==> config.mk <==
export PLATFORM = sky130hd
export DESIGN_NAME = sbox_unit
export DESIGN_NICKNAME = d
export VERILOG_FILES = /design/src/design/sbox_pkg.sv /design/src/design/sbox_inner_layer.sv /design/src/design/sbox_nonlinear_core.sv /design/src/design/sbox_outer_layer.sv /design/src/design/sbox_unit.sv
export VERILOG_INCLUDE_DIRS = /design/src /design/src/design
export SDC_FILE = /design/constraint.sdc
export NUM_CORES = 1
export LEC_CHECK = 0
export BUFFER_PORTS_ARGS = -buffer_cell sky130_fd_sc_hd__buf_2
export CAP_MARGIN = 0
export CORE_AREA = 3 3 87 89
export CTS_BUF_LIST = sky130_fd_sc_hd__clkbuf_2
export CTS_CLUSTER_SIZE = 10
export DETAILED_ROUTE_END_ITERATION = 8
export DIE_AREA = 0 0 90 92
export GPL_ROUTABILITY_DRIVEN = 0
export PLACE_DENSITY = 0.72
export SLEW_MARGIN = 0
export SYNTH_ARGS = -nofsm -noshare
export SYNTH_HDL_FRONTEND = slang
export SYNTH_SLANG_ARGS = --single-unit
==> constraint.sdc <==
create_clock -name i_clk -period 5.7 [get_ports i_clk]
set_clock_uncertainty 0.05 [all_clocks]
set_input_delay 1.14 -clock i_clk [delete_from_list [all_inputs] [get_ports i_clk]]
set_output_delay 1.14 -clock i_clk [all_outputs]
set_load 0.1 [all_outputs]
==> src/design/sbox_settings.svh <==
`ifndef SBOX_SETTINGS_SVH
`define SBOX_SETTINGS_SVH

// Fixed by the Boyar-Peralta style circuit
`define SBOX_BYTE_W  8
`define SBOX_INNER_W 21  // Top layer output, core input
`define SBOX_MID_W   18  // Core output, bottom layer input

`endif

==> src/design/sbox_pkg.sv <==
`default_nettype none

`include "sbox_settings.svh"

package sbox_pkg;

    // Substitution selected per byte
    typedef enum logic [1:0] {
        SBOX_AES_FWD = 2'd0,
        SBOX_AES_INV = 2'd1,
        SBOX_SM4     = 2'd2  // 2'd3 reserved
    } sbox_op_e;

    typedef logic [`SBOX_INNER_W-1:0] sbox_inner_t;
    typedef logic [`SBOX_MID_W-1:0]   sbox_mid_t;

endpackage

`default_nettype wire

==> src/design/sbox_inner_layer.sv <==
`timescale 1ns/1ps
`default_nettype none

`include "sbox_settings.svh"

// Top linear layers, each maps the byte into the shared core basis
module sbox_inner_layer (
    input  wire [`SBOX_BYTE_W-1:0] i_byte,
    input  wire sbox_pkg::sbox_op_e i_op,
    output sbox_pkg::sbox_inner_t  o_inner
);
    import sbox_pkg::*;

    wire [5:0]        aes_t;
    wire [4:0]        inv_t;
    wire [6:0]        sm4_t;
    wire sbox_inner_t aes_y;
    wire sbox_inner_t inv_y;
    wire sbox_inner_t sm4_y;

    // Forward AES
    assign aes_t[0]  = i_byte[3] ^ i_byte[1];
    assign aes_t[1]  = i_byte[6] ^ i_byte[5];
    assign aes_t[2]  = i_byte[6] ^ i_byte[2];
    assign aes_t[3]  = i_byte[5] ^ i_byte[2];
    assign aes_t[4]  = i_byte[4] ^ i_byte[0];
    assign aes_t[5]  = i_byte[1] ^ i_byte[0];
    assign aes_y[0]  = i_byte[0];
    assign aes_y[1]  = i_byte[7] ^ i_byte[4];
    assign aes_y[2]  = i_byte[7] ^ i_byte[2];
    assign aes_y[3]  = i_byte[7] ^ i_byte[1];
    assign aes_y[4]  = i_byte[4] ^ i_byte[2];
    assign aes_y[5]  = aes_y[1] ^ aes_t[0];
    assign aes_y[6]  = i_byte[0] ^ aes_y[5];
    assign aes_y[7]  = i_byte[0] ^ aes_t[1];
    assign aes_y[8]  = aes_y[5] ^ aes_t[1];
    assign aes_y[9]  = aes_y[3] ^ aes_y[4];
    assign aes_y[10] = aes_y[5] ^ aes_t[2];
    assign aes_y[11] = aes_t[0] ^ aes_t[2];
    assign aes_y[12] = aes_t[0] ^ aes_t[3];
    assign aes_y[13] = aes_y[7] ^ aes_y[12];
    assign aes_y[14] = aes_t[1] ^ aes_t[4];
    assign aes_y[15] = aes_y[1] ^ aes_y[14];
    assign aes_y[16] = aes_t[1] ^ aes_t[5];
    assign aes_y[17] = aes_y[2] ^ aes_y[16];
    assign aes_y[18] = aes_y[2] ^ aes_y[8];
    assign aes_y[19] = aes_y[15] ^ aes_y[13];
    assign aes_y[20] = aes_y[1] ^ aes_t[3];

    // Inverse AES, XNORs fold in the inverse affine constant
    assign inv_t[0]  = i_byte[1] ^ i_byte[0];
    assign inv_t[1]  = i_byte[6] ^ i_byte[1];
    assign inv_t[2]  = i_byte[5] ~^ i_byte[2];
    assign inv_t[3]  = i_byte[2] ~^ i_byte[1];
    assign inv_t[4]  = i_byte[5] ~^ i_byte[3];
    assign inv_y[17] = i_byte[7] ^ i_byte[4];
    assign inv_y[16] = i_byte[6] ~^ i_byte[4];
    assign inv_y[2]  = i_byte[7] ~^ i_byte[6];
    assign inv_y[1]  = i_byte[4] ^ i_byte[3];
    assign inv_y[18] = i_byte[3] ~^ i_byte[0];
    assign inv_y[6]  = i_byte[6] ~^ inv_y[17];
    assign inv_y[14] = inv_y[16] ^ inv_t[0];
    assign inv_y[7]  = i_byte[0] ~^ inv_y[1];
    assign inv_y[8]  = inv_y[2] ^ inv_y[18];
    assign inv_y[9]  = inv_y[2] ^ inv_t[0];
    assign inv_y[3]  = inv_y[1] ^ inv_t[0];
    assign inv_y[19] = i_byte[5] ~^ inv_y[1];
    assign inv_y[13] = i_byte[5] ~^ inv_y[14];
    assign inv_y[15] = inv_y[18] ^ inv_t[1];
    assign inv_y[4]  = i_byte[3] ^ inv_y[6];
    assign inv_y[5]  = inv_y[16] ^ inv_t[2];
    assign inv_y[12] = inv_t[1] ^ inv_t[4];
    assign inv_y[20] = inv_y[1] ^ inv_t[3];
    assign inv_y[11] = inv_y[8] ^ inv_y[20];
    assign inv_y[10] = inv_y[8] ^ inv_t[3];
    assign inv_y[0]  = i_byte[7] ^ inv_t[2];

    // SM4
    assign sm4_t[0]  = i_byte[3] ^ i_byte[4];
    assign sm4_t[1]  = i_byte[2] ^ i_byte[7];
    assign sm4_t[2]  = i_byte[7] ^ sm4_y[18];
    assign sm4_t[3]  = i_byte[1] ^ sm4_t[1];
    assign sm4_t[4]  = i_byte[6] ^ i_byte[7];
    assign sm4_t[5]  = i_byte[0] ^ sm4_y[18];
    assign sm4_t[6]  = i_byte[3] ^ i_byte[6];
    assign sm4_y[18] = i_byte[2] ^ i_byte[6];
    assign sm4_y[10] = i_byte[1] ^ sm4_y[18];
    assign sm4_y[0]  = i_byte[5] ~^ sm4_y[10];
    assign sm4_y[1]  = sm4_t[0] ^ sm4_t[3];
    assign sm4_y[2]  = i_byte[0] ^ sm4_t[0];
    assign sm4_y[4]  = i_byte[0] ^ sm4_t[3];
    assign sm4_y[3]  = i_byte[3] ^ sm4_y[4];
    assign sm4_y[5]  = i_byte[5] ^ sm4_t[5];
    assign sm4_y[6]  = i_byte[0] ~^ i_byte[1];
    assign sm4_y[7]  = sm4_t[0] ~^ sm4_y[10];
    assign sm4_y[8]  = sm4_t[0] ^ sm4_t[5];
    assign sm4_y[9]  = i_byte[3];
    assign sm4_y[11] = sm4_t[0] ^ sm4_t[4];
    assign sm4_y[12] = i_byte[5] ^ sm4_t[4];
    assign sm4_y[13] = i_byte[5] ~^ sm4_y[1];
    assign sm4_y[14] = i_byte[4] ~^ sm4_t[2];
    assign sm4_y[15] = i_byte[1] ~^ sm4_t[6];
    assign sm4_y[16] = i_byte[0] ~^ sm4_t[2];
    assign sm4_y[17] = sm4_t[0] ~^ sm4_t[2];
    assign sm4_y[19] = i_byte[5] ~^ sm4_y[14];
    assign sm4_y[20] = i_byte[0] ^ sm4_t[1];

    always_comb begin
        case (i_op)
            SBOX_AES_INV: o_inner = inv_y;
            SBOX_AES_FWD: o_inner = aes_y;
            default:      o_inner = sm4_y;  // SM4, reserved code lands here too
        endcase
    end

endmodule

`default_nettype wire

==> src/design/sbox_nonlinear_core.sv <==
`timescale 1ns/1ps
`default_nettype none

// Shared GF(256) inversion network
// AES, inverse AES and SM4 are all Nyberg S-boxes, so one copy serves all three
module sbox_nonlinear_core (
    input  wire sbox_pkg::sbox_inner_t i_inner,
    output wire sbox_pkg::sbox_mid_t   o_mid
);

    wire [45:0] t;

    // First AND level and GF(16) input sums
    assign t[0]  = i_inner[3] ^ i_inner[12];
    assign t[1]  = i_inner[9] & i_inner[5];
    assign t[2]  = i_inner[17] & i_inner[6];
    assign t[3]  = i_inner[10] ^ t[1];
    assign t[4]  = i_inner[14] & i_inner[0];
    assign t[5]  = t[4] ^ t[1];
    assign t[6]  = i_inner[3] & i_inner[12];
    assign t[7]  = i_inner[16] & i_inner[7];
    assign t[8]  = t[0] ^ t[6];
    assign t[9]  = i_inner[15] & i_inner[13];
    assign t[10] = t[9] ^ t[6];
    assign t[11] = i_inner[1] & i_inner[11];
    assign t[12] = i_inner[4] & i_inner[20];
    assign t[13] = t[12] ^ t[11];
    assign t[14] = i_inner[2] & i_inner[8];
    assign t[15] = t[14] ^ t[11];
    assign t[16] = t[3] ^ t[2];
    assign t[17] = t[5] ^ i_inner[18];
    assign t[18] = t[8] ^ t[7];
    assign t[19] = t[10] ^ t[15];
    assign t[20] = t[16] ^ t[13];
    assign t[21] = t[17] ^ t[15];
    assign t[22] = t[18] ^ t[13];
    assign t[23] = t[19] ^ i_inner[19];

    // GF(16) inversion
    assign t[24] = t[22] ^ t[23];
    assign t[25] = t[22] & t[20];
    assign t[26] = t[21] ^ t[25];
    assign t[27] = t[20] ^ t[21];
    assign t[28] = t[23] ^ t[25];
    assign t[29] = t[28] & t[27];
    assign t[30] = t[26] & t[24];
    assign t[31] = t[20] & t[23];
    assign t[32] = t[27] & t[31];
    assign t[33] = t[27] ^ t[25];
    assign t[34] = t[21] & t[22];
    assign t[35] = t[24] & t[34];
    assign t[36] = t[24] ^ t[25];
    assign t[37] = t[21] ^ t[29];
    assign t[38] = t[32] ^ t[33];
    assign t[39] = t[23] ^ t[30];
    assign t[40] = t[35] ^ t[36];
    assign t[41] = t[38] ^ t[40];
    assign t[42] = t[37] ^ t[39];
    assign t[43] = t[37] ^ t[38];
    assign t[44] = t[39] ^ t[40];
    assign t[45] = t[42] ^ t[41];

    // Output products, recombined by the bottom layers
    assign o_mid[0]  = t[38] & i_inner[7];
    assign o_mid[1]  = t[37] & i_inner[13];
    assign o_mid[2]  = t[42] & i_inner[11];
    assign o_mid[3]  = t[45] & i_inner[20];
    assign o_mid[4]  = t[41] & i_inner[8];
    assign o_mid[5]  = t[44] & i_inner[9];
    assign o_mid[6]  = t[40] & i_inner[17];
    assign o_mid[7]  = t[39] & i_inner[14];
    assign o_mid[8]  = t[43] & i_inner[3];
    assign o_mid[9]  = t[38] & i_inner[16];
    assign o_mid[10] = t[37] & i_inner[15];
    assign o_mid[11] = t[42] & i_inner[1];
    assign o_mid[12] = t[45] & i_inner[4];
    assign o_mid[13] = t[41] & i_inner[2];
    assign o_mid[14] = t[44] & i_inner[5];
    assign o_mid[15] = t[40] & i_inner[6];
    assign o_mid[16] = t[39] & i_inner[0];
    assign o_mid[17] = t[43] & i_inner[12];

endmodule

`default_nettype wire

==> src/design/sbox_outer_layer.sv <==
`timescale 1ns/1ps
`default_nettype none

`include "sbox_settings.svh"

// Bottom linear layers, XNORs carry the affine output constants
module sbox_outer_layer (
    input  wire sbox_pkg::sbox_mid_t  i_mid,
    input  wire sbox_pkg::sbox_op_e   i_op,
    output logic [`SBOX_BYTE_W-1:0]   o_byte
);
    import sbox_pkg::*;

    wire [29:0]             aes_t;
    wire [28:0]             inv_t;
    wire [29:0]             sm4_t;
    wire [`SBOX_BYTE_W-1:0] aes_y;
    wire [`SBOX_BYTE_W-1:0] inv_y;
    wire [`SBOX_BYTE_W-1:0] sm4_y;

    // Forward AES
    assign aes_t[0]  = i_mid[11] ^ i_mid[12];
    assign aes_t[1]  = i_mid[0] ^ i_mid[6];
    assign aes_t[2]  = i_mid[14] ^ i_mid[16];
    assign aes_t[3]  = i_mid[15] ^ i_mid[5];
    assign aes_t[4]  = i_mid[4] ^ i_mid[8];
    assign aes_t[5]  = i_mid[17] ^ i_mid[11];
    assign aes_t[6]  = i_mid[12] ^ aes_t[5];
    assign aes_t[7]  = i_mid[14] ^ aes_t[3];
    assign aes_t[8]  = i_mid[1] ^ i_mid[9];
    assign aes_t[9]  = i_mid[2] ^ i_mid[3];
    assign aes_t[10] = i_mid[3] ^ aes_t[4];
    assign aes_t[11] = i_mid[10] ^ aes_t[2];
    assign aes_t[12] = i_mid[16] ^ i_mid[1];
    assign aes_t[13] = i_mid[0] ^ aes_t[0];
    assign aes_t[14] = i_mid[2] ^ i_mid[11];
    assign aes_t[15] = i_mid[5] ^ aes_t[1];
    assign aes_t[16] = i_mid[6] ^ aes_t[0];
    assign aes_t[17] = i_mid[7] ^ aes_t[1];
    assign aes_t[18] = i_mid[8] ^ aes_t[8];
    assign aes_t[19] = i_mid[13] ^ aes_t[4];
    assign aes_t[20] = aes_t[0] ^ aes_t[1];
    assign aes_t[21] = aes_t[1] ^ aes_t[7];
    assign aes_t[22] = aes_t[3] ^ aes_t[12];
    assign aes_t[23] = aes_t[18] ^ aes_t[2];
    assign aes_t[24] = aes_t[15] ^ aes_t[9];
    assign aes_t[25] = aes_t[6] ^ aes_t[10];
    assign aes_t[26] = aes_t[7] ^ aes_t[9];
    assign aes_t[27] = aes_t[8] ^ aes_t[10];
    assign aes_t[28] = aes_t[11] ^ aes_t[14];
    assign aes_t[29] = aes_t[11] ^ aes_t[17];
    assign aes_y[0]  = aes_t[6] ~^ aes_t[23];
    assign aes_y[1]  = aes_t[13] ~^ aes_t[27];
    assign aes_y[2]  = aes_t[25] ^ aes_t[29];
    assign aes_y[3]  = aes_t[20] ^ aes_t[22];
    assign aes_y[4]  = aes_t[6] ^ aes_t[21];
    assign aes_y[5]  = aes_t[19] ~^ aes_t[28];
    assign aes_y[6]  = aes_t[16] ~^ aes_t[26];
    assign aes_y[7]  = aes_t[6] ^ aes_t[24];

    // Inverse AES, no constant here since the top layer absorbed it
    assign inv_t[0]  = i_mid[2] ^ i_mid[11];
    assign inv_t[1]  = i_mid[8] ^ i_mid[9];
    assign inv_t[2]  = i_mid[4] ^ i_mid[12];
    assign inv_t[3]  = i_mid[15] ^ i_mid[0];
    assign inv_t[4]  = i_mid[16] ^ i_mid[6];
    assign inv_t[5]  = i_mid[14] ^ i_mid[1];
    assign inv_t[6]  = i_mid[17] ^ i_mid[10];
    assign inv_t[7]  = inv_t[0] ^ inv_t[1];
    assign inv_t[8]  = i_mid[0] ^ i_mid[3];
    assign inv_t[9]  = i_mid[5] ^ i_mid[13];
    assign inv_t[10] = i_mid[7] ^ inv_t[4];
    assign inv_t[11] = inv_t[0] ^ inv_t[3];
    assign inv_t[12] = i_mid[14] ^ i_mid[16];
    assign inv_t[13] = i_mid[17] ^ i_mid[1];
    assign inv_t[14] = i_mid[17] ^ i_mid[12];
    assign inv_t[15] = i_mid[4] ^ i_mid[9];
    assign inv_t[16] = i_mid[7] ^ i_mid[11];
    assign inv_t[17] = i_mid[8] ^ inv_t[2];
    assign inv_t[18] = i_mid[13] ^ inv_t[5];
    assign inv_t[19] = inv_t[2] ^ inv_t[3];
    assign inv_t[20] = inv_t[4] ^ inv_t[6];
    assign inv_t[21] = inv_t[2] ^ inv_t[7];
    assign inv_t[22] = inv_t[7] ^ inv_t[8];
    assign inv_t[23] = inv_t[5] ^ inv_t[7];
    assign inv_t[24] = inv_t[6] ^ inv_t[10];
    assign inv_t[25] = inv_t[9] ^ inv_t[11];
    assign inv_t[26] = inv_t[10] ^ inv_t[18];
    assign inv_t[27] = inv_t[11] ^ inv_t[24];
    assign inv_t[28] = inv_t[15] ^ inv_t[20];
    assign inv_y[0]  = inv_t[9] ^ inv_t[16];
    assign inv_y[1]  = inv_t[14] ^ inv_t[22];
    assign inv_y[2]  = inv_t[19] ^ inv_t[23];
    assign inv_y[3]  = inv_t[22] ^ inv_t[26];
    assign inv_y[4]  = inv_t[12] ^ inv_t[21];
    assign inv_y[5]  = inv_t[17] ^ inv_t[27];
    assign inv_y[6]  = inv_t[25] ^ inv_t[28];
    assign inv_y[7]  = inv_t[13] ^ inv_t[21];

    // SM4
    assign sm4_t[0]  = i_mid[4] ^ i_mid[7];
    assign sm4_t[1]  = i_mid[13] ^ i_mid[15];
    assign sm4_t[2]  = i_mid[2] ^ i_mid[16];
    assign sm4_t[3]  = i_mid[6] ^ sm4_t[0];
    assign sm4_t[4]  = i_mid[12] ^ sm4_t[1];
    assign sm4_t[5]  = i_mid[9] ^ i_mid[10];
    assign sm4_t[6]  = i_mid[11] ^ sm4_t[2];
    assign sm4_t[7]  = i_mid[1] ^ sm4_t[4];
    assign sm4_t[8]  = i_mid[0] ^ i_mid[17];
    assign sm4_t[9]  = i_mid[3] ^ i_mid[17];
    assign sm4_t[10] = i_mid[8] ^ sm4_t[3];
    assign sm4_t[11] = sm4_t[2] ^ sm4_t[5];
    assign sm4_t[12] = i_mid[14] ^ sm4_t[6];
    assign sm4_t[13] = sm4_t[7] ^ sm4_t[9];
    assign sm4_t[14] = i_mid[0] ^ i_mid[6];
    assign sm4_t[15] = i_mid[7] ^ i_mid[16];
    assign sm4_t[16] = i_mid[5] ^ i_mid[13];
    assign sm4_t[17] = i_mid[3] ^ i_mid[15];
    assign sm4_t[18] = i_mid[10] ^ i_mid[12];
    assign sm4_t[19] = i_mid[9] ^ sm4_t[1];
    assign sm4_t[20] = i_mid[4] ^ sm4_t[4];
    assign sm4_t[21] = i_mid[14] ^ sm4_t[3];
    assign sm4_t[22] = i_mid[16] ^ sm4_t[5];
    assign sm4_t[23] = sm4_t[7] ^ sm4_t[14];
    assign sm4_t[24] = sm4_t[8] ^ sm4_t[11];
    assign sm4_t[25] = sm4_t[0] ^ sm4_t[12];
    assign sm4_t[26] = sm4_t[17] ^ sm4_t[3];
    assign sm4_t[27] = sm4_t[18] ^ sm4_t[10];
    assign sm4_t[28] = sm4_t[19] ^ sm4_t[6];
    assign sm4_t[29] = sm4_t[8] ^ sm4_t[10];
    assign sm4_y[0]  = sm4_t[11] ~^ sm4_t[13];
    assign sm4_y[1]  = sm4_t[15] ~^ sm4_t[23];
    assign sm4_y[2]  = sm4_t[20] ^ sm4_t[24];
    assign sm4_y[3]  = sm4_t[16] ^ sm4_t[25];
    assign sm4_y[4]  = sm4_t[26] ~^ sm4_t[22];
    assign sm4_y[5]  = sm4_t[21] ^ sm4_t[13];
    assign sm4_y[6]  = sm4_t[27] ~^ sm4_t[12];
    assign sm4_y[7]  = sm4_t[28] ~^ sm4_t[29];

    // Same priority as the top layer select
    always_comb begin
        case (i_op)
            SBOX_AES_INV: o_byte = inv_y;
            SBOX_AES_FWD: o_byte = aes_y;
            default:      o_byte = sm4_y;
        endcase
    end

endmodule

`default_nettype wire

==> src/design/sbox_unit.sv <==
`timescale 1ns/1ps
`default_nettype none

`include "sbox_settings.svh"

// Combined AES / AES^-1 / SM4 byte substitution, one cycle latency
module sbox_unit (
    input  wire                     i_clk,
    input  wire                     i_rst_n,
    input  wire                     i_valid,
    input  wire sbox_pkg::sbox_op_e i_op,
    input  wire [`SBOX_BYTE_W-1:0]  i_byte,
    output logic                    o_valid,
    output wire [`SBOX_BYTE_W-1:0]  o_byte
);
    import sbox_pkg::*;

    sbox_inner_t inner;
    sbox_mid_t   mid;
    sbox_mid_t   mid_q;  // Stage register splits the depth-16 path here
    sbox_op_e    op_q;

    sbox_inner_layer u_inner (
        .i_byte  (i_byte),
        .i_op    (i_op),
        .o_inner (inner)
    );

    sbox_nonlinear_core u_core (
        .i_inner (inner),
        .o_mid   (mid)
    );

    always_ff @(posedge i_clk or negedge i_rst_n) begin
        if (!i_rst_n) begin
            o_valid <= 1'b0;
            mid_q   <= '0;
            op_q    <= SBOX_AES_FWD;
        end else begin
            o_valid <= i_valid;
            if (i_valid) begin  // Hold the last result between strobes
                mid_q <= mid;
                op_q  <= i_op;
            end
        end
    end

    sbox_outer_layer u_outer (
        .i_mid  (mid_q),
        .i_op   (op_q),
        .o_byte (o_byte)
    );

    // Reserved code would silently fall into the SM4 path on both layers
    a_op_legal: assert property (@(posedge i_clk) disable iff (!i_rst_n)
        i_valid |-> (i_op inside {SBOX_AES_FWD, SBOX_AES_INV, SBOX_SM4}));

    a_valid_latency: assert property (@(posedge i_clk) disable iff (!i_rst_n)
        1'b1 |=> (o_valid == $past(i_valid)));

endmodule

`default_nettype wire

Yosys cells after proc, flatten, opt, wreduce, memory -nomap -nowiden. Cells that the tools add are included.

Flip-flop bits (word level): 21. Bits of input ports: 13. Output and inout port bits: 9. Word-level logic and storage cells: 256.

Eq/ne operators: 2. Muxes and demuxes: 2. Bitwise operators: 247. Reductions and logical operators: 2.

Operators by type and width (number): $xor 1x1->1 (185); $pmux 21 s2 (1); $and 1x1->1 (34); $xnor 1x1->1 (28); $pmux 8 s2 (1); $eq 2x1->1 const B (2); $logic_not 2->1 (2).

Longest topological paths before layout. Gate-level depths: netlist of run 1.

Depth in word-level cells: 16. Gate-level depth with buffers: 13. Gate-level depth less buffers: 10.

Hierarchy. A second synthesis of run 1 with hierarchy kept.

Cells, all modules: 442. Area total of the unflattened synthesis: 4245.3 µm².

By module, submodules not included: sbox_inner_layer (instances 1, cells an instance 189, area each 1471.4 µm², seq. area each 0.0 µm²); sbox_outer_layer (instances 1, cells an instance 130, area each 1302.5 µm², seq. area each 0.0 µm²); sbox_unit (instances 1, cells an instance 43, area each 848.3 µm², seq. area each 525.5 µm²); sbox_nonlinear_core (instances 1, cells an instance 80, area each 623.1 µm², seq. area each 0.0 µm²).

Least setup slack after synthesis of run 1. OpenSTA, ideal clock, no wires.

Path type: flip-flop to output port. Start point: register mid_q[11]. End point: output port o_byte[2]. Arrival: 3.959 ns. Required time: 4.510 ns. Path slack: 0.551 ns. Cell stages (with the launch flop): 8. Path buffers: 1. Path through: dfrtp_1 -> clkbuf_1 -> xor2_1 -> xnor2_1 -> xnor2_1 -> xor2_1 -> a21oi_1 -> o21ai_0.

Longest elaborated chain between the ends: 5. Elaborated cells on any way between the ends: 9. Those cells by class: mux (1); bitwise (8).

Ends and longest elaborated chain: from (decl) (line sbox_unit.sv:20) `sbox_mid_t mid_q;`; from (signal assigned) (line sbox_unit.sv:42) `mid_q <= mid;`; $xor 1x1->1 (on tied branches) (line sbox_outer_layer.sv:27, sbox_outer_layer.sv:62); $xor 1x1->1 (on tied branches) (line sbox_outer_layer.sv:28, sbox_outer_layer.sv:69); $xor 1x1->1 (on tied branches) (line sbox_outer_layer.sv:47, sbox_outer_layer.sv:85); $xor 1x1->1 (on tied branches) (line sbox_outer_layer.sv:54, sbox_outer_layer.sv:93); $pmux 8 s2 * (line sbox_outer_layer.sv:142) `case (i_op)`; to (decl) (line sbox_unit.sv:14) `` output wire [`SBOX_BYTE_W-1:0] o_byte ``.

Every way passes the cells marked *; elsewhere a longest branch is shown, timed or not.

Worst setup path in the final report of run 1.
Start point: input port i_byte[4]. End point: register mid_q[0].

Longest elaborated chain between the ends: 12. Elaborated cells on any way between the ends: 66. Those cells by class: mux (1); bitwise (65).

Ends and longest elaborated chain: from (decl) (line sbox_unit.sv:12) `` input wire [`SBOX_BYTE_W-1:0] i_byte, ``; $xor 1x1->1 (tied with other cells) (line sbox_inner_layer.sv:26) `assign aes_t[4] = i_byte[4] ^ i_byte[0];`; $xor 1x1->1 (on tied branches); $xor 1x1->1 (tied with other cells) (line sbox_inner_layer.sv:43) `assign aes_y[15] = aes_y[1] ^ aes_y[14];`; $pmux 21 s2 * (line sbox_inner_layer.sv:109) `case (i_op)`; $and 1x1->1 (on tied branches) (line sbox_nonlinear_core.sv:23, sbox_nonlinear_core.sv:25, sbox_nonlinear_core.sv:28); $xor 1x1->1 (on tied branches) (line sbox_nonlinear_core.sv:24, sbox_nonlinear_core.sv:29); $xor 1x1->1 (line sbox_nonlinear_core.sv:33) `assign t[19] = t[10] ^ t[15];`; $xor 1x1->1 (line sbox_nonlinear_core.sv:37) `assign t[23] = t[19] ^ i_inner[19];`; $and 1x1->1 (line sbox_nonlinear_core.sv:47) `assign t[31] = t[20] & t[23];`; $and 1x1->1 (line sbox_nonlinear_core.sv:48) `assign t[32] = t[27] & t[31];`; $xor 1x1->1 (line sbox_nonlinear_core.sv:54) `assign t[38] = t[32] ^ t[33];`; $and 1x1->1 * (line sbox_nonlinear_core.sv:64) `assign o_mid[0] = t[38] & i_inner[7];`.

Marked as above. A chain may end at the register's enable or synchronous reset.

==> results.tsv, run 1 <==
stage	metric	value	unit
setup_path	cp-start-kind	input pin	
detailed_routing	drt_iter0_drc	337	
grt	track_usage	21.71	%
sta	worstMarginPinSlew	643.8	ps
grt	grt_max_degree	39	
yosys	synthTopCellsByCount	xnor2_1, xor2_1, nand2_1	
cells_and_area	drive_above_1_share	13.18	%
sta	min_period_over_period	75.34	%
setup_path	cp.required	5860	ps
yosys	synth.area.top_cells	xnor2_1, dfrtp_1, xor2_1	
yosys	netlist_area	0.003764	mm2
cells_and_area	num_antenna_cells	0	
yosys	ys_types	57	
floorplan	die_x	90	um
yosys	synth_ff_type	dfrtp_1	
sta	tns	0	ps
yosys	syn_nets	449	
sta	slew_violations	0	
sta	worst_slack	1406	ps
floorplan	io_pins	22	
setup_path	path_delay_family	XOR/XNOR gates	
clock_network	cts_max_level	1	
setup_path	critPathArrivalTime	4450	ps
floorplan	die-area	0.008280	mm2
sta	maxSlewHeadroom	56.77	%
clock_network	clockRootBuffer	clkbuf_2	
cells_and_area	final_cell_area	0.003819	mm2
clock_network	clk_path_buf_depth	2	
yosys	yosysWarnings	0	
detailed_routing	routed_via_density	5.797	
detailed_routing	vias	3020	
setup_path	worstSetupPathType	in2reg	
detailed_routing	routed_wl	8852	um
placement	place_ws	1063	ps
clock_network	post_cts_resized	0	
grt	grt_overflow	0	
setup_path	crit_buf_inv	1	
yosys	synth_edf_count	0	
detailed_routing	antenna_left	0	
grt	grt_pass1_vias	2782	
clock_network	tritoncts	done	
clock_network	clock_latency	310	ps
clock_network	cts.sink_count	21	
cells_and_area	syn_to_final_growth	1.463	%
floorplan	start_util	55.09	%
cells_and_area	fin_nets	439	
sta	rsz0062_at_grt	no	
setup_path	cp_max_fo	11	
sta	setup_violations	0	
floorplan	num_rows	30	
yosys	ys_ff_latch	21	
placement	port_buffers	21	
yosys	synth_top_area_share	26.30	%
clock_network	postCtsHoldBufs	0	
floorplan	design.core.area	0.006832	mm2
sta	fin_crit	4294	ps
yosys	async_flop_share	100.0	%
detailed_routing	first_pass_iters	5	
setup_path	critPathCaptureType	flop	
yosys	synth_cells	436	
setup_path	max_stage_delay	540	ps
grt	antenna_found_initial	0	
sta	fmax	232.9	MHz
detailed_routing	drcViolationCount	0	
sta	hold_viol	0	
setup_path	critPathSlowestCell	xor3_2	
yosys	post-synth-top-area-cell	xnor2_1	
yosys	yosys.cell_count.top_type	xnor2_1	
placement	dp_hpwl	6946	um
placement	placed_cell_area	0.003799	mm2
yosys	ys_seq_area_share	13.96	%
clock_network	post-cts-setup-buffer-count	0	
floorplan	die_h	92	um
run_status	status	complete, no violations	
yosys	syn_area_per_cell	8.632	um2
clock_network	clk_pin_slew_worst_paths	180	ps
detailed_routing	routedWlPerCell	16.99	um
sta	whs	595.4	ps
hold_path	min_path_type	reg2reg	
clock_network	cts_buffers	3	
run	max_cap_viol_count	0	
setup_path	crit_chain	buf_2 > xnor2_2 > xor3_2 > xor2_1 > a221oi_2 > xnor3_2 > xor3_1 > mux2_4 > o22ai_1 > a21oi_1	
grt	grt_pass1_wl	14800	um
-- logic make-up (layout without fill, tap and decap cells) --
| kind of cell | after synthesis | after routing | synth area share, % |
|---|---|---|---|
| AOI/OAI and AO/OA | 87 | 87 | 15.69 |
| xor gates and xnor gates | 176 | 176 | 48.30 |
| buffers and inverters | 44 | 33 | 5.951 |
| muxes | 17 | 17 | 4.754 |
| and+or+nand+nor | 91 | 91 | 11.34 |
| DFF | 21 | 21 | 13.96 |
-- through the flow --
stage | util (%) | cells
finish | 55.90 | 521
CTS | 55.90 | 521
detailed placement | 55.60 | 517
floorplan | - | 436
global placement | 55.60 | 517
global route | 55.90 | 521
-- path summary, 6_finish.rpt --
kind                            slack, ps                  from              endpoint  depth (start not counted)
worst min-delay path                  600  mid_q[8]$_DFFE_PN0P_  mid_q[8]$_DFFE_PN0P_                          1
min in group asynchronous             690               i_rst_n   op_q[0]$_DFFE_PN0P_                          1
worst max-delay path                 1410             i_byte[4]  mid_q[0]$_DFFE_PN0P_                         10
max in group asynchronous            4600               i_rst_n  mid_q[4]$_DFFE_PN0P_                          1
worst min register to register        600  mid_q[8]$_DFFE_PN0P_  mid_q[8]$_DFFE_PN0P_                          1
worst max register to register       4630   op_q[1]$_DFFE_PN0P_   op_q[1]$_DFFE_PN0P_                          1
-- cells in the final DEF, fill, tap and decap left out, types with 8 or more instances in the layout --
cell     instances
mux2i_1         13
xnor2_2          8
nor2_1          25
a21oi_1         22
nor2b_1          8
xnor2_1        113
dfrtp_1         21
nand2_1         30
buf_2           21
o21ai_0         17
xor2_1          39
-- area by class of cell --
class,count,area [um2]
tap,96,120.1
timing repair buffer,22,112.6
inverter,7,26.28
fill,644,3013
sequential,21,525.5
clock buffer,4,20.02
multi-input combinational,371,3014
-- flip-flops by register name (all words and copies together) (netlist names) --
register	count
o_valid	1
mid_q	18
op_q	2
-- routing by layer --
metal | GRT usage (%) | vias up | wire (um)
met5 | 0 | - | 0
met3 | 1.887 | 6 | 647
met4 | 3.061 | 0 | 45
met2 | 34.16 | 123 | 4116
li1 | - | 1456 | -
met1 | 32.99 | 1435 | 4043
Power of run 1 is not shown: default switching activity piles up to over one toggle a cycle in this logic, so the estimate is an artifact.
==> run 2: changes to the inputs <==
clock period = 4.46 ns   (was 5.7 ns; I/O delays follow)
==> run 2 against run 1 <==
- register-to-register slack got worse by 1300 ps
- die area unchanged
- sequential share of layout area is 0.27 points lower
- highest routed layer unchanged
==> results.tsv, run 2 (synthesis gave the netlist of run 1 again) <==
stage	metric	value	unit
grt	grt_max_degree	26	
setup_path	critPathArrivalTime	4090	ps
placement	dp_hpwl	7049	um
cells_and_area	syn_to_final_growth	3.457	%
floorplan	die-area	0.008280	mm2
grt	busiest_layer	met2	
setup_path	worstSetupPathType	in2reg	
grt	grt_pass1_vias	2958	
sta	rsz0062_at_grt	no	
detailed_routing	antenna_left	0	
cells_and_area	drive_above_1_share	15.17	%
clock_network	cts.sink_count	21	
clock_network	cts_max_level	1	
cells_and_area	mostFrequentLayoutCell	xnor2_1	
clock_network	post-cts-setup-buffer-count	0	
hold_path	min_path_type	in2async	
detailed_routing	routed_wl	8866	um
setup_path	crit_chain	buf_2 > xnor2_2 > xor3_2 > xor2_1 > a221oi_2 > xnor3_2 > xor3_1 > o21ai_0 > a221oi_1 > o221a_2 > nor3_2	
setup_path	critPathSlowestCell	xor3_2	
detailed_routing	routedWlPerCell	16.70	um
detailed_routing	first_pass_iters	4	
setup_path	crit_buf_inv	1	
cells_and_area	postLayoutCoreUtil	57.00	%
sta	worstMarginPinSlew	673.7	ps
grt	gr-usage-met2	36.28	%
sta	slew_violations	0	
cells_and_area	layout_common_cells	xnor2_1, xor2_1, nand2_1	
setup_path	critPathCaptureType	flop	
setup_path	max_stage_delay	540	ps
sta	hold_viol	0	
placement	port_buffers	21	
run_status	status	complete, no violations	
floorplan	num_rows	30	
clock_network	post_cts_resized	0	
detailed_routing	drt_iter0_drc	134	
sta	tns	0	ps
floorplan	io_pins	22	
clock_network	cts_buffers	3	
grt	met3_usage	1.805	%
sta	min_period_over_period	87.90	%
grt	gr-usage-met1	31.23	%
clock_network	postCtsHoldBufs	0	
grt	grt_pass1_wl	14870	um
sta	maxSlewHeadroom	54.76	%
cells_and_area	largest_register_ffs	18	
cells_and_area	num_antenna_cells	0	
sta	fin_crit	3920	ps
floorplan	design.core.area	0.006832	mm2
cells_and_area	fill_cells	631	
clock_network	clock_latency	300	ps
floorplan	die_x	90	um
sta	setup_violations	0	
detailed_routing	routed_via_density	5.589	
cells_and_area	regMostFlops	mid_q	
setup_path	cp_max_fo	11	
floorplan	start_util	55.09	%
setup_path	cp-start-kind	input pin	
grt	grt_overflow	0	
grt	antenna_found_initial	0	
clock_network	clk_pin_slew_worst_paths	200	ps
sta	fmax	255.1	MHz
clock_network	clockRootBuffer	clkbuf_2	
clock_network	tritoncts	done	
floorplan	die_h	92	um
detailed_routing	drcViolationCount	0	
run	max_cap_viol_count	0	
grt	track_usage	21.76	%
setup_path	cp.required	4630	ps
cells_and_area	top_regs	mid_q (18), op_q (2), o_valid (1)	
placement	place_ws	185.2	ps
detailed_routing	vias	2968	
cells_and_area	fin_nets	449	
sta	worst_slack	539.9	ps
clock_network	clk_path_buf_depth	2	
setup_path	path_delay_family	XOR/XNOR gates	
run 2: cell types whose count changed in the layout (fill, tap and decap cells not counted):
cell	delta
buf_4	+10
o21ai_0	-4
o21ai_1	+4
run 2: worst paths after layout:
check / slack (ps) / cells after the start / from / end
min reg2reg: 590 / 1 / mid_q[8]$_DFFE_PN0P_ / mid_q[8]$_DFFE_PN0P_
max: 540 / 11 / i_byte[3] / mid_q[7]$_DFFE_PN0P_
max in group asynchronous: 3600 / 1 / i_rst_n / mid_q[7]$_DFFE_PN0P_
min: 430 / 1 / i_rst_n / op_q[1]$_DFFE_PN0P_
max reg2reg: 3380 / 1 / op_q[1]$_DFFE_PN0P_ / op_q[1]$_DFFE_PN0P_
min in group i_clk: 590 / 1 / mid_q[8]$_DFFE_PN0P_ / mid_q[8]$_DFFE_PN0P_
run 2: stage by stage:
stage | hold WS, ps | instance area, um2 | std cells
after floorplan | 496.0 | 3764 | 436
after global placement | 537.3 | 3874 | 527
after detailed placement | 557.5 | 3874 | 527
after CTS | 446.0 | 3894 | 531
after global routing | 437.9 | 3894 | 531
final | 428.6 | 3894 | 531
run 2: final cells by class:
class | instances | area (um2) | share of cell area (%)
Inverter | 7 | 26.28 | 0.6748
Tap cell | 96 | 120.1 | 3.085
Clock buffer | 4 | 20.02 | 0.5141
Sequential cell | 21 | 525.5 | 13.50
Multi-Input combinational cell | 371 | 3014 | 77.41
Timing Repair Buffer | 32 | 187.7 | 4.820
run 2: routing by layer:
layer	vias up	wire length (um)
met5	-	0
met4	0	118
met3	9	496
met2	82	4114
met1	1412	4136
li1	1465	-
Power of run 2 is left out for the same reason.
